File: src/source/ptw_settings.svh
// widths, level count and pmp region count for the sv39 page table walker
`ifndef PTW_SETTINGS_SVH
`define PTW_SETTINGS_SVH

// ------------------------------
// address and page number widths
// ------------------------------
`define PTW_VLEN 39
`define PTW_PLEN 56
`define PTW_PPNW 44

// address space identifier from satp
`define PTW_ASIDW 16

// ------------------------------
// walk and protection sizing
// ------------------------------
// sv39 walks at most three levels
`define PTW_LEVELS 3

// top-of-range regions checked on page table reads
`define PTW_PMP_ENTRIES 4

`endif

File: src/source/ptw_pkg.sv
// packed types for page table entries, tlb ports, the cache port and pmp regions
`include "ptw_settings.svh"

package ptw_pkg;

    // ------------------------------
    // page table entry, sv39 layout
    // ------------------------------
    typedef struct packed {
        logic [9:0]           reserved;
        logic [`PTW_PPNW-1:0] ppn;
        logic [1:0]           rsw;
        logic                 d;
        logic                 a;
        logic                 g;
        logic                 u;
        logic                 x;
        logic                 w;
        logic                 r;
        logic                 v;
    } pte_t;

    // ------------------------------
    // tlb side
    // ------------------------------
    // lookup status from one tlb
    typedef struct packed {
        logic                 access;
        logic                 hit;
        logic [`PTW_VLEN-1:0] vaddr;
    } tlb_miss_t;

    typedef struct packed {
        logic                  valid;
        logic [26:0]           vpn;
        logic                  is_1g;
        logic                  is_2m;
        logic [`PTW_ASIDW-1:0] asid;
        pte_t                  content;
    } tlb_update_t;

    // ------------------------------
    // data cache port
    // ------------------------------
    typedef struct packed {
        logic                 req;
        logic [`PTW_PLEN-1:0] addr;
    } mem_req_t;

    typedef struct packed {
        logic        gnt;
        logic        rvalid;
        logic [63:0] rdata;
    } mem_rsp_t;

    // tor region, addr holds the upper bound without its two low bits
    typedef struct packed {
        logic                   r;
        logic                   w;
        logic                   x;
        logic [`PTW_PLEN-3:0]   addr;
    } pmp_entry_t;

    // one-hot classification of a returned entry
    typedef struct packed {
        logic is_fault;
        logic is_leaf;
        logic is_pointer;
    } pte_verdict_t;

    typedef enum logic [$clog2(`PTW_LEVELS)-1:0] {
        LVL1,
        LVL2,
        LVL3
    } walk_lvl_t;

endpackage

File: src/source/walk_sequencer.sv
// walk fsm with address registers, cache handshake, tlb updates and fault pulses
`timescale 1ns/1ns
`include "ptw_settings.svh"

module walk_sequencer import ptw_pkg::*; (
    input  logic                  clk_i,
    input  logic                  rst_ni,
    input  logic                  flush_i,
    input  tlb_miss_t             itlb_miss_i,
    input  tlb_miss_t             dtlb_miss_i,
    input  logic                  en_instr_i,
    input  logic                  en_data_i,
    input  logic [`PTW_PPNW-1:0]  satp_ppn_i,
    input  logic [`PTW_ASIDW-1:0] asid_i,
    input  mem_rsp_t              mem_rsp_i,
    input  pte_verdict_t          verdict_i,
    input  logic                  allow_i,
    output mem_req_t              mem_req_o,
    output pte_t                  pte_o,
    output walk_lvl_t             lvl_o,
    output logic                  is_instr_o,
    output logic [`PTW_PLEN-1:0]  pptr_o,
    output tlb_update_t           itlb_update_o,
    output tlb_update_t           dtlb_update_o,
    output logic                  ptw_active_o,
    output logic                  ptw_error_o,
    output logic                  ptw_access_fault_o,
    output logic [`PTW_PLEN-1:0]  bad_paddr_o,
    output logic                  itlb_miss_o,
    output logic                  dtlb_miss_o
);

    typedef enum logic [2:0] {
        IDLE,
        WAIT_GRANT,
        PTE_LOOKUP,
        WAIT_RVALID,
        PROPAGATE_ERROR,
        PROPAGATE_ACCESS_ERROR
    } state_e;

    state_e                  state_q, state_d;
    walk_lvl_t               lvl_q, lvl_d;
    logic                    is_instr_q, is_instr_d;
    logic                    global_q, global_d;
    logic [`PTW_ASIDW-1:0]   asid_q, asid_d;
    logic [`PTW_VLEN-1:0]    vaddr_q, vaddr_d;
    logic [`PTW_PLEN-1:0]    pptr_q, pptr_d;

    // response is registered once before the checkers see it
    logic                    rvalid_q;
    logic [63:0]             rdata_q;

    pte_t                    pte;
    logic                    data_miss;
    logic                    instr_miss;
    logic                    itlb_valid;
    logic                    dtlb_valid;
    tlb_update_t             update_base;

    assign pte = pte_t'(rdata_q);

    // data misses win, and an instruction miss waits while the dtlb is busy
    assign data_miss  = en_data_i && dtlb_miss_i.access && !dtlb_miss_i.hit;
    assign instr_miss = en_instr_i && itlb_miss_i.access && !itlb_miss_i.hit &&
                        !dtlb_miss_i.access;

    assign mem_req_o.req  = (state_q == WAIT_GRANT);
    assign mem_req_o.addr = pptr_q;

    assign pte_o        = pte;
    assign lvl_o        = lvl_q;
    assign is_instr_o   = is_instr_q;
    assign pptr_o       = pptr_q;
    assign ptw_active_o = (state_q != IDLE);
    assign bad_paddr_o  = ptw_access_fault_o ? pptr_q : '0;

    // ------------------------------
    // tlb update
    // ------------------------------
    always_comb begin
        update_base           = '0;
        update_base.vpn       = vaddr_q[`PTW_VLEN-1:12];
        update_base.is_1g     = (lvl_q == LVL1);
        update_base.is_2m     = (lvl_q == LVL2);
        update_base.asid      = asid_q;
        update_base.content   = pte;
        // global if any level of the walk was global
        update_base.content.g = global_q || pte.g;

        itlb_update_o       = update_base;
        dtlb_update_o       = update_base;
        itlb_update_o.valid = itlb_valid;
        dtlb_update_o.valid = dtlb_valid;
    end

    // ------------------------------
    // walk fsm
    // ------------------------------
    always_comb begin
        state_d            = state_q;
        lvl_d              = lvl_q;
        is_instr_d         = is_instr_q;
        global_d           = global_q;
        asid_d             = asid_q;
        vaddr_d            = vaddr_q;
        pptr_d             = pptr_q;
        itlb_valid         = 1'b0;
        dtlb_valid         = 1'b0;
        ptw_error_o        = 1'b0;
        ptw_access_fault_o = 1'b0;
        itlb_miss_o        = 1'b0;
        dtlb_miss_o        = 1'b0;

        case (state_q)
            IDLE: begin
                lvl_d    = LVL1;
                global_d = 1'b0;
                if (data_miss) begin
                    is_instr_d  = 1'b0;
                    asid_d      = asid_i;
                    vaddr_d     = dtlb_miss_i.vaddr;
                    pptr_d      = {satp_ppn_i, dtlb_miss_i.vaddr[`PTW_VLEN-1:30], 3'b000};
                    dtlb_miss_o = 1'b1;
                    state_d     = WAIT_GRANT;
                end else if (instr_miss) begin
                    is_instr_d  = 1'b1;
                    asid_d      = asid_i;
                    vaddr_d     = itlb_miss_i.vaddr;
                    pptr_d      = {satp_ppn_i, itlb_miss_i.vaddr[`PTW_VLEN-1:30], 3'b000};
                    itlb_miss_o = 1'b1;
                    state_d     = WAIT_GRANT;
                end
            end

            WAIT_GRANT: begin
                if (mem_rsp_i.gnt) begin
                    state_d = PTE_LOOKUP;
                end
            end

            PTE_LOOKUP: begin
                if (rvalid_q) begin
                    global_d = global_q || pte.g;
                    // a denied read overrides whatever the entry says
                    if (!allow_i) begin
                        state_d = PROPAGATE_ACCESS_ERROR;
                    end else if (verdict_i.is_fault) begin
                        state_d = PROPAGATE_ERROR;
                    end else if (verdict_i.is_leaf) begin
                        itlb_valid = is_instr_q;
                        dtlb_valid = !is_instr_q;
                        state_d    = IDLE;
                    end else begin
                        // pointer, descend with the next vpn field
                        state_d = WAIT_GRANT;
                        if (lvl_q == LVL1) begin
                            lvl_d  = LVL2;
                            pptr_d = {pte.ppn, vaddr_q[29:21], 3'b000};
                        end else begin
                            lvl_d  = LVL3;
                            pptr_d = {pte.ppn, vaddr_q[20:12], 3'b000};
                        end
                    end
                end
            end

            WAIT_RVALID: begin
                if (rvalid_q) begin
                    state_d = IDLE;
                end
            end

            PROPAGATE_ERROR: begin
                ptw_error_o = 1'b1;
                state_d     = IDLE;
            end

            PROPAGATE_ACCESS_ERROR: begin
                ptw_access_fault_o = 1'b1;
                state_d            = IDLE;
            end

            default: begin
                state_d = IDLE;
            end
        endcase

        // ------------------------------
        // flush
        // ------------------------------
        // drop all results, but drain a granted read that is still open
        if (flush_i) begin
            itlb_valid         = 1'b0;
            dtlb_valid         = 1'b0;
            ptw_error_o        = 1'b0;
            ptw_access_fault_o = 1'b0;
            itlb_miss_o        = 1'b0;
            dtlb_miss_o        = 1'b0;
            if ((state_q == WAIT_GRANT && mem_rsp_i.gnt) ||
                (state_q == PTE_LOOKUP && !rvalid_q) ||
                (state_q == WAIT_RVALID && !rvalid_q)) begin
                state_d = WAIT_RVALID;
            end else begin
                state_d = IDLE;
            end
        end
    end

    always_ff @(posedge clk_i or negedge rst_ni) begin
        if (!rst_ni) begin
            state_q    <= IDLE;
            lvl_q      <= LVL1;
            is_instr_q <= 1'b0;
            global_q   <= 1'b0;
            rvalid_q   <= 1'b0;
        end else begin
            state_q    <= state_d;
            lvl_q      <= lvl_d;
            is_instr_q <= is_instr_d;
            global_q   <= global_d;
            rvalid_q   <= mem_rsp_i.rvalid;
        end
    end

    always_ff @(posedge clk_i) begin
        asid_q  <= asid_d;
        vaddr_q <= vaddr_d;
        pptr_q  <= pptr_d;
        rdata_q <= mem_rsp_i.rdata;
    end

    // ------------------------------
    // assertions
    // ------------------------------
    // an ungranted request keeps its address until the cache takes it
    req_held: assert property (@(posedge clk_i) disable iff (!rst_ni)
        mem_req_o.req && !mem_rsp_i.gnt && !flush_i |=>
            mem_req_o.req && $stable(mem_req_o.addr));

    // one walk serves exactly one tlb
    single_update: assert property (@(posedge clk_i) disable iff (!rst_ni)
        !(itlb_update_o.valid && dtlb_update_o.valid));

endmodule

File: config.mk
export PLATFORM = sky130hd
export DESIGN_NAME = walk_sequencer
export DESIGN_NICKNAME = d
export VERILOG_FILES = /design/src/source/ptw_pkg.sv /design/src/source/walk_sequencer.sv
export VERILOG_INCLUDE_DIRS = /design/src /design/src/source
export SDC_FILE = /design/constraint.sdc
export NUM_CORES = 1
export LEC_CHECK = 0
export BUFFER_PORTS_ARGS = -buffer_cell sky130_fd_sc_hd__buf_2
export CAP_MARGIN = 20
export CELL_PAD_IN_SITES_DETAIL_PLACEMENT = 0
export CELL_PAD_IN_SITES_GLOBAL_PLACEMENT = 2
export CORE_AREA = 3 3 266 268
export DETAILED_ROUTE_END_ITERATION = 7
export DIE_AREA = 0 0 269 271
export MAX_ROUTING_LAYER = met4
export PLACE_DENSITY_LB_ADDON = 0.2
export SLEW_MARGIN = 40
export SYNTH_ARGS = -nofsm -noshare
export SYNTH_HDL_FRONTEND = slang
export SYNTH_SLANG_ARGS = --single-unit
File: constraint.sdc
create_clock -name clk_i -period 14.5 [get_ports clk_i]
set_input_delay 0 -clock clk_i [delete_from_list [all_inputs] [get_ports clk_i]]
set_output_delay 0 -clock clk_i [all_outputs]
set_load 0.01 [all_outputs]
# Yosys cells after proc, flatten, opt, wreduce, memory -nomap -nowiden
# Index checks and enable logic that the tools add are counted.
[word_totals]
ramBits = 0
n_memories = 0
word_cells = 107
input_bits = 217
regBits = 183
latchBits = 0
romBits = 0
[op_classes]
n_lt_le_gt_ge = 0
add_sub_neg = 0
mul = 0
n_div = 0
shifts = 0
muxes = 57
n_eq_ne = 15
bitwise = 0
reduce_logical = 26
[op_table]
columns = ["operator", "count"]
rows = [
  ["$mux 56", 7],
  ["$pmux 56 s2", 1],
  ["$mux 39", 2],
  ["$mux 16", 2],
  ["$mux 1", 27],
  ["$mux 3", 8],
  ["$mux 12", 1],
  ["$mux 2", 6],
  ["$ne 3x3->1 const B", 4],
  ["$pmux 3 s4", 1],
  ["$logic_and 1x1->1", 8],
  ["$ne 2x2->1 const B", 4],
  ["$eq 3x2->1 const B", 2],
  ["$eq 3x3->1 const B", 2],
  ["$reduce_and 6->1", 1],
  ["$logic_not 1->1", 5],
  ["$reduce_and 5->1", 1],
  ["$ne 4x4->1 const B", 1],
  ["$pmux 2 s2", 1],
  ["$reduce_and 2->1", 2],
  ["$reduce_and 4->1", 1],
  ["$reduce_bool 2->1", 2],
  ["$eq 3x1->1 const B", 1],
  ["$logic_not 3->1", 1],
  ["other kinds (5)", 7],
]

# Longest topological paths before layout
# Gate-level depths: netlist (run 1).
[logic_depth]
depth_word = 7
mapped_depth = 6

# Worst setup path before layout (run 1)
# Ideal clock, no wire load.
[synth_path]
path_type = "register to register"
from = "reg state_q[2]"
to = "reg pptr_q[10], in the netlist pptr_o[10] (enable)"
arrival_ps = 4612
path_stages_with_launch = 5
path_slack_ps = 9413
required_ps = 14025
n_path_buf = 0
path_cell_list = "dfrtp_1 > nor3_1 > inv_2 > a21oi_1 > o21bai_1"
[synth_between]
elab_chain_len = 3
elab_cells_between_ends = 9
[synth_rtl]
columns = ["item", "line", "source"]
rows = [
  ["from (decl)", "walk_sequencer.sv:42", "state_e state_q, state_d;"],
  ["from (signal assigned)", "walk_sequencer.sv:218", "state_q <= state_d;"],
  ["$eq 3x2->1 / $logic_not 3->1 (equally long branches)", "walk_sequencer.sv:115", "case (state_q)"],
  ["$ne 2x2->1 (no line), or another cell as far along", "-", ""],
  ["$reduce_and 6->1 (no line) (*)", "-", ""],
  ["to (signal assigned)", "walk_sequencer.sv:229", "pptr_q <= pptr_d;"],
  ["to (decl)", "walk_sequencer.sv:48", "logic [`PTW_PLEN-1:0] pptr_q, pptr_d;"],
]
# Every way passes the cells marked *; elsewhere a longest branch is shown, timed or not.
# A chain may end at the register's enable or synchronous reset.

# Worst setup path in the final report (run 1)
[layout_path]
from = "reg state_q[2]"
to = "reg pptr_q[28], in the netlist pptr_o[28] (enable)"
# The elaborated chain is that of the path after synthesis.

==> metrics.md, run 1 <==
| Metric | Value |
|---|---|
| Synth-to-layout area growth | 65.65% |
| DIE AREA | 72,900 um2 |
| Slew @ Worst Pin | 638.8 ps |
| Starting DRT DRC Count | 172 |
| RSZ-0062 raised after global routing | no |
| Max_cap viols | 0 |
| Clock Tree Buf Depth | 2 |
| DRT Wirelength | 33,050 um |
| First-pass GRT wire length | 45,850 um |
| Pre-CTS worst setup slack | 11,510 ps |
| CP max FO | 44 |
| ANT nets after route | 0 |
| Sw Share | 32.14% |
| Grt total ovfl | 0 |
| Setup CP Type | reg -> reg |
| Most frequent cells in the layout | 643 x buf_2, 185 x dlygate4sd3_1, 96 x edfxtp_1 |
| Register area share after synthesis | 55.75% |
| Peak Freq | 0.3498 GHz |
| H-tree depth | 4 |
| Die span in x | 269 um |
| CP Data Required Time | 14,610 ps |
| Fin crit share | 19.72% |
| Worst-skew pair later-pin latency | 470 ps |
| DP Wirelength | 26,260 um |
| Setup crit start kind | register |
| Yosys cell types | 34 |
| Internal power | 1.021 mW |
| Worst Setup End Kind | register |
| Clock transition at path regs | 80 ps |
| Setup ws final | 11,640 ps |
| Arrival @ worst endpoint | 2970 ps |
| Final Skew | 13.02 ps |
| Gate power share | 26.4% |
| Min cycle time layout | 2859 ps |
| Routed len/inst | 15.11 um |
| Sequential power share | 41.1% |
| Most common cell after layout, fill and taps aside | buf_2 |
| Total clock sinks | 168 |
| P_sw | 483.7 uW |
| Vias in the first global route | 6,777 |
| Pre-antenna DRT Iters | 4 |
| Hold Violations, Final | 0 |
| Placeable Area | 68,590 um2 |
| Initial antenna violation count | 2 |
| Starting Density | 11.41% |
| Drt drc | 0 |
| Total CTS buffers | 17 |
| Vias | 6,528 |
| GRT Total Usage | 8.998% |
| Slew HR | 57.42% |
| Post-Syn Area per Cell | 12.39 um2 |
| Slew Limit Fails | 0 |
| Die height | 271 um |
| Port bufs | 643 |
| Synth Instances | 632 |
| Synthesized flop and latch total | 168 |
| Status | complete, no violations |
| Clock power frac | 32.5% |
| Pin count of the biggest net entering global routing | 45 |
| Via-to-Cell Ratio | 2.985 |
| Post-Syn Area | 7829 um2 |
| Post-Route Utilization | 18.91% |
| Hold Path Class | in -> reg |
| Routability congestion estimate | 0.6904 |
| Core Rows | 96 |
| Max IR drop VDD | 53.56 uV |
| NumNets Final | 1,459 |
| Setup TNS | 0 ps |
| CTS tree | done |
| Layout cell share with drive strength beyond 1 | 60.80% |
| CTS root buffer | clkbuf_16 |
| I/O pin count | 678 |
| Leak pwr | 5.922 nW |
| Power Dens Cells | 116.0 nW/um2 |
| Final setup fails | 0 |
| Hold WS | 55.34 ps |
| Syn. warnings | 0 |
==> state kept, by name (all words and copies together) (netlist names) <==
| name | cells |
|---|---|
| lvl_o | 2 |
| pptr_o | 53 |
| state_q | 3 |
| vaddr_q | 27 |
| rvalid_q | 1 |
| pte_o | 64 |
| asid_q | 16 |
| global_q | 1 |
| is_instr_o | 1 |
==> metrics by stage <==
step                std cells  instance area (um2)  total power, mW
floorplan                 640                 7859           0.8645
global placement         1967                10470           0.9960
detailed placement       1969                10510           0.9976
CTS                      2186                12970            1.555
global route             2187                12970            1.602
finish                   2187                12970            1.505
==> synthesized netlist by cell type (all sizes together) <==
cell	instances	area share, %
clkbuf	5	0.24
buf	248	23
o21a	1	0.096
dfrtp	8	2.6
o32ai	1	0.21
o21ai	1	0.064
or3b	1	0.11
and2	53	4.2
a32o	1	0.13
nor2b	2	0.16
inv	5	0.24
or2	2	0.16
a21oi	7	0.45
nand3b	3	0.29
nor3b	1	0.16
a22o	2	0.22
nor3	5	0.32
o22a	1	0.11
dfxtp	64	16
o21bai	1	0.096
conb	1	0.048
nor4b	1	0.11
o211ai	1	0.096
edfxtp	96	37
mux2	72	10
a31oi	9	0.72
nand2b	4	0.32
nand2	20	0.96
nand4bb	1	0.14
nor2	15	0.75
==> worst paths after layout <==
kind,slack [ps],cells after the start,start,end
max reg2reg,11640,6,state_q[2],pptr_o[28]
min,60,4,dtlb_miss_i[31],pptr_o[4]
min reg2reg,510,2,pte_o[5],global_q
min in group asynchronous,550,3,rst_ni,rvalid_q
max,11640,6,state_q[2],pptr_o[28]
max in group asynchronous,13640,3,rst_ni,state_q[0]
==> power groups by stage <==
stage                     Sequential [mW]  Combinational, mW  Clock (mW)
after floorplan                     0.634              0.230           0
after global placement              0.633              0.363           0
after detailed placement            0.632              0.365           0
after CTS                           0.622              0.410       0.522
after global routing                0.627              0.439       0.536
final                               0.618              0.397       0.489
==> cells by family (layout without fill, tap and decap cells) <==
family / after synthesis / count (layout) / share of synthesized area [%]
AO/OA/AOI/OAI: 25 / 25 / 2.190
buffers and inverters: 258 / 873 / 23.94
other: 1 / 10 / 0.04790
flip-flops: 168 / 168 / 55.75
AND/OR/NAND/NOR: 108 / 108 / 7.719
multiplexers: 72 / 72 / 10.36
==> critical path: stages (launching register included) <==
cell and delay (ps):
dfrtp_1 480, nor3_1 400, inv_2 190, a21oi_4 130
buf_4 510, o21bai_4 300, buf_4 470
==> repair_timing <==
item                                    CTS  global route
endpoints found under the setup margin    0             0
setup buffers                             0             0
hold buffers                            185             0
gates resized for setup                   0             0
hold endpoints to repair                165             0
==> routing by layer <==
metal  share of wire [%]  vias to the layer above  routed length (um)  track usage (%)
met4                 1.3                        0                 444            2.869
met3                 6.1                       22                2011            2.073
met5                   0                        -                   0                -
li1                    -                     3097                   -                -
met1                  38                     3097               12660            9.310
met2                  54                      312               17930            16.68
==> cell type report <==
cell class	count	area (um2)
inverter	5	18.77
multi-input combinational	214	1654
clock buffer	17	425.4
fill	7632	55620
tap	931	1165
antenna	1	2.502
clock inverter	15	181.4
timing repair buffer	836	5157
sequential	168	4364
Note: power is estimated with default switching activity, not from simulation.
==> inputs of run 2 (changes only) <==
--- a/config.mk
+++ b/config.mk
@@ -10,9 +10,9 @@
 export CAP_MARGIN = 20
 export CELL_PAD_IN_SITES_DETAIL_PLACEMENT = 0
 export CELL_PAD_IN_SITES_GLOBAL_PLACEMENT = 2
-export CORE_AREA = 3 3 266 268
+export CORE_AREA = 3 3 264 266
 export DETAILED_ROUTE_END_ITERATION = 7
-export DIE_AREA = 0 0 269 271
+export DIE_AREA = 0 0 267 269
 export MAX_ROUTING_LAYER = met4
 export PLACE_DENSITY_LB_ADDON = 0.2
 export SLEW_MARGIN = 40
==> constraint.sdc (replaced) <==
create_clock -name clk_i -period 2.65 [get_ports clk_i]
set_input_delay 0 -clock clk_i [delete_from_list [all_inputs] [get_ports clk_i]]
set_output_delay 0 -clock clk_i [all_outputs]
set_load 0.01 [all_outputs]
==> metrics.md, run 2 (synthesis results as in run 1) <==
| Metric | Value |
|---|---|
| Status | complete, no violations |
| RSZ-0062 raised after global routing | no |
| Setup CP Type | reg -> reg |
| H-tree depth | 4 |
| DIE AREA | 71,820 um2 |
| Placeable Area | 67,280 um2 |
| I/O pin count | 678 |
| Starting DRT DRC Count | 245 |
| Vias in the first global route | 6,661 |
| Routed len/inst | 15.57 um |
| Worst-skew pair later-pin latency | 480 ps |
| Dpl cells | 1,911 |
| Layout cell share with drive strength beyond 1 | 60.88% |
| Reg2Reg Depth | 4 |
| Max_cap viols | 0 |
| Total clock sinks | 168 |
| CTS tree | done |
| Clock Tree Buf Depth | 2 |
| Leak pwr | 5.923 nW |
| Final Skew | 19.79 ps |
| Largest register FFs | 64 |
| Pre-antenna DRT Iters | 4 |
| Fin crit share | 82.93% |
| Setup crit start kind | register |
| DP Wirelength | 26,210 um |
| Synth-to-layout area growth | 65.22% |
| Core Rows | 95 |
| Clock transition at path regs | 70 ps |
| Worst Setup End Kind | register |
| ANT nets after route | 0 |
| Die span in x | 267 um |
| Power Dens Cells | 635.0 nW/um2 |
| Post-cts gate resize count | 0 |
| Post-CTS Setup Bufs | 0 |
| Setup TNS | 0 ps |
| Arrival @ worst endpoint | 2600 ps |
| Post-route non-filler standard cell count | 2,130 |
| Critical path origin | state_q[2] |
| CP max FO | 28 |
| CP Data Required Time | 3060 ps |
| Die height | 269 um |
| DRT Wirelength | 33,160 um |
| Pin count of the biggest net entering global routing | 52 |
| Delay of the slowest critical-path stage | 580 ps |
| Most frequent cells in the layout | 643 x buf_2, 185 x dlygate4sd3_1, 96 x edfxtp_1 |
| Reg-to-Reg End | state_q[2] |
| Hold depth | 4 |
| NumNets Final | 1,459 |
| Final setup fails | 0 |
| Hold Violations, Final | 0 |
| Port bufs | 643 |
| Via-to-Cell Ratio | 3.086 |
| First-pass GRT wire length | 44,860 um |
| Hold Path Class | in -> reg |
| Worst Setup EP | state_q[2] |
| Vias | 6,573 |
| Total CTS buffers | 17 |
| Slew Limit Fails | 0 |
| Reg-to-reg slack, setup | 450 ps |
| CP Depth | 4 |
| Grt total ovfl | 0 |
| Most common cell after layout, fill and taps aside | buf_2 |
| Top delay family on crit path | buffers and inverters |
| Peak Freq | 0.4550 GHz |
| Routability congestion estimate | 0.6812 |
| FILL cells | 7,472 |
| Worst path cell trace | nor3b_4 > buf_4 > nor4b_1 > dlygate4sd3_1 |
| Starting Density | 11.64% |
| Worst Path Buf+Inv | 2 |
| Drt drc | 0 |
| Max IR drop VDD | 389.4 uV |
| Min cycle time layout | 2198 ps |
| Crit-path slowest cell | dlygate4sd3_1 |
| GRT Total Usage | 8.990% |
| Initial antenna violation count | 4 |
| Worst R2R Start | state_q[2] |
| Post-CTS Hold Buffers | 185 |
| CTS root buffer | clkbuf_16 |
==> run 2: cell count changes in the layout (fill, tap and decap cells not counted), sizes merged <==
cell,change
bufinv,-1
clkinv,-2
clkinvlp,+2
diode,+1
inv,+1
==> run 2: routing by layer <==
metal | vias to the layer above | wire, um | GRT usage [%]
met2 | 316 | 17940 | 16.01
met5 | - | 0 | -
met4 | 0 | 592 | 3.453
li1 | 3118 | - | -
met1 | 3112 | 12710 | 9.597
met3 | 27 | 1920 | 2.290
==> run 2: how the worst min path moves through the flow <==
stage                      end       startpoint
floorplan             global_q           rst_ni
global placement      rvalid_q           rst_ni
detailed placement    rvalid_q           rst_ni
CTS                 pptr_o[11]  itlb_miss_i[38]
global route        pptr_o[11]  itlb_miss_i[38]
finish               pptr_o[3]  dtlb_miss_i[30]
==> run 2: worst register-to-register path, stage by stage, from the launching register on <==
cell and delay, ps:
dfrtp_1 490, nor3b_4 320, buf_4 470, nor4b_1 290, dlygate4sd3_1 580
==> run 2: final cells by class <==
cell class | instances | area, um2 | share of cell area [%]
Timing Repair Buffer | 836 | 5192 | 40.14
Sequential cell | 168 | 4364 | 33.74
Clock inverter | 15 | 177.7 | 1.374
Tap cell | 873 | 1092 | 8.445
Clock buffer | 17 | 425.4 | 3.289
Multi-Input combinational cell | 214 | 1659 | 12.83
Inverter | 5 | 18.77 | 0.1451
Antenna cell | 2 | 5.005 | 0.03869
==> run 2: power breakdown <==
| group | internal, mW | leakage, nW | switching, mW | total, mW |
|---|---|---|---|---|
| clock | 1.35 | 0.288 | 1.30 | 2.64 |
| sequential | 3.13 | 1.52 | 0.268 | 3.39 |
| combinational | 1.04 | 4.11 | 1.13 | 2.17 |
==> run 2: stage by stage <==
stage	setup WS [ps]	hold WS (ps)	total power, mW	util, %	cell area [um2]
detailed placement	649.1	-134.0	5.483	15.57	10480
CTS	373.5	10.29	8.503	19.22	12930
floorplan	34.66	-295.6	4.735	-	7886
global placement	685.4	-134.2	5.488	15.57	10480
finish	452.4	60.66	8.214	19.23	12930
global route	253.0	33.15	8.749	19.23	12930
==> inputs of run 3 (changes only) <==
==> constraint.sdc (replaced) <==
create_clock -name clk_i -period 2.3 [get_ports clk_i]
set_input_delay 0 -clock clk_i [delete_from_list [all_inputs] [get_ports clk_i]]
set_output_delay 0 -clock clk_i [all_outputs]
set_load 0.01 [all_outputs]
==> metrics.md, run 3 (synthesis results as in run 1) <==
| Metric | Value |
|---|---|
| Leak pwr | 5.921 nW |
| Setup TNS | 0 ps |
| Final setup fails | 0 |
| Total CTS buffers | 17 |
| Worst-skew pair later-pin latency | 480 ps |
| Most frequent cells in the layout | 643 x buf_2, 186 x dlygate4sd3_1, 96 x edfxtp_1 |
| Via-to-Cell Ratio | 3.076 |
| CTS root buffer | clkbuf_16 |
| Max_cap viols | 0 |
| Starting Density | 11.64% |
| Die height | 269 um |
| Power Dens Cells | 727.7 nW/um2 |
| Gate power share | 27.2% |
| Setup ws final | 278.6 ps |
| Layout cell share with drive strength beyond 1 | 60.86% |
| Min cycle time layout | 2021 ps |
| DP Wirelength | 26,830 um |
| Setup crit start kind | register |
| GRT Total Usage | 9.094% |
| Clock transition at path regs | 80 ps |
| Hold Path Class | in -> reg |
| Dpl cells | 1,911 |
| Largest register FFs | 64 |
| Starting DRT DRC Count | 179 |
| Initial antenna violation count | 4 |
| Reg-to-reg slack, setup | 340 ps |
| CP max FO | 44 |
| H-tree depth | 4 |
| Final Skew | 10.91 ps |
| DIE AREA | 71,820 um2 |
| Most common cell after layout, fill and taps aside | buf_2 |
| Fin crit share | 87.89% |
| Sequential power share | 41.6% |
| First-pass GRT wire length | 45,250 um |
| Arrival @ worst endpoint | 2020 ps |
| Grt total ovfl | 0 |
| ANT nets after route | 0 |
| Routability congestion estimate | 0.6759 |
| Sw Share | 32.40% |
| FILL cells | 7,507 |
| Total clock sinks | 168 |
| Synth-to-layout area growth | 65.25% |
| NumNets Final | 1,461 |
| Post-cts gate resize count | 0 |
| Vias | 6,556 |
| Routed len/inst | 15.81 um |
| Post-Route Utilization | 19.23% |
| Setup CP Type | reg -> out |
| Slew Limit Fails | 0 |
| Peak Freq | 0.4947 GHz |
| Hold WS | 66.50 ps |
| Clock Tree Buf Depth | 2 |
| Status | complete, no violations |
| Pin count of the biggest net entering global routing | 45 |
| RSZ-0062 raised after global routing | no |
| DRT Wirelength | 33,690 um |
| Die span in x | 267 um |
| P_sw | 3.050 mW |
| Max IR drop VDD | 410.9 uV |
| Port bufs | 643 |
| I/O pin count | 678 |
| CTS tree | done |
| Post-route non-filler standard cell count | 2,131 |
| Worst Setup End Kind | output port |
| Clock power frac | 31.2% |
| Hold Violations, Final | 0 |
| Internal power | 6.364 mW |
| FF/Latch Area | 4364 um2 |
| Core Rows | 95 |
| Vias in the first global route | 6,515 |
| CP Data Required Time | 2300 ps |
| Drt drc | 0 |
| Pre-CTS worst setup slack | 309.6 ps |
| Placeable Area | 67,280 um2 |
| Multi-input gate area | 1659 um2 |
| Pre-antenna DRT Iters | 4 |
[run 3: cell count changes in the layout (fill, tap and decap cells not counted)]
cell	change
clkinv_2	+3
clkinv_8	-3
buf_12	+2
buf_4	-1
clkinv_4	+1
clkinvlp_4	+1
diode_2	-1
dlygate4sd3_1	+1
inv_6	-1
inv_8	-1
[run 3: area by class of cell]
| cell class | instances | area share [%] |
|---|---|---|
| Timing Repair Buffer | 838 | 40.46 |
| Sequential cell | 168 | 33.73 |
| Multi-Input combinational cell | 214 | 12.82 |
| Tap cell | 873 | 8.443 |
| Clock buffer | 17 | 3.288 |
| Clock inverter | 15 | 1.083 |
| Inverter | 5 | 0.1451 |
| Antenna cell | 1 | 0.01934 |
[run 3: power by group through the flow]
stage	Clock (mW)	Combinational (mW)	Sequential (mW)
floorplan	0	1.47	3.99
CTS	3.16	2.65	3.93
global placement	0	2.35	4.00
detailed placement	0	2.35	3.99
finish	2.94	2.56	3.91
global route	3.25	2.81	3.96
[run 3: path summary, 6_finish.rpt]
kind,start,to,cells past startpoint
max reg2reg,state_q[0],state_q[2],5
max in group asynchronous,rst_ni,rvalid_q,3
max,state_q[1],bad_paddr_o[27],5
min in group asynchronous,rst_ni,lvl_o[0],3
min reg2reg,pte_o[5],global_q,2
min,itlb_miss_i[36],pptr_o[9],4
[run 3: what timing repair did]
| action | 4_1_cts | 5_1_grt |
|---|---|---|
| setup endpoints to repair | 2 | 0 |
| setup buffers | 1 | 0 |
| hold endpoints to repair | 170 | 0 |
| hold buffers | 186 | 0 |
[run 3: metal layers]
metal | wire length (um) | GRT usage, %
met1 | 12630 | 9.393
met3 | 1982 | 2.181
met2 | 18530 | 16.74
met4 | 552 | 3.379
met5 | 0 | -
[run 3: critical path: stages (launching register included)]
cell and delay (ps):
dfrtp_1 450, nand2b_1 240, nor2_4 180, buf_12 200
and2_1 250, buf_2 160
[run 3: per-stage QoR]
stage	power, mW	area [um2]
floorplan	5.457	7886
global placement	6.346	10500
detailed placement	6.341	10500
CTS	9.738	12930
global route	10.02	12940
finish	9.414	12940
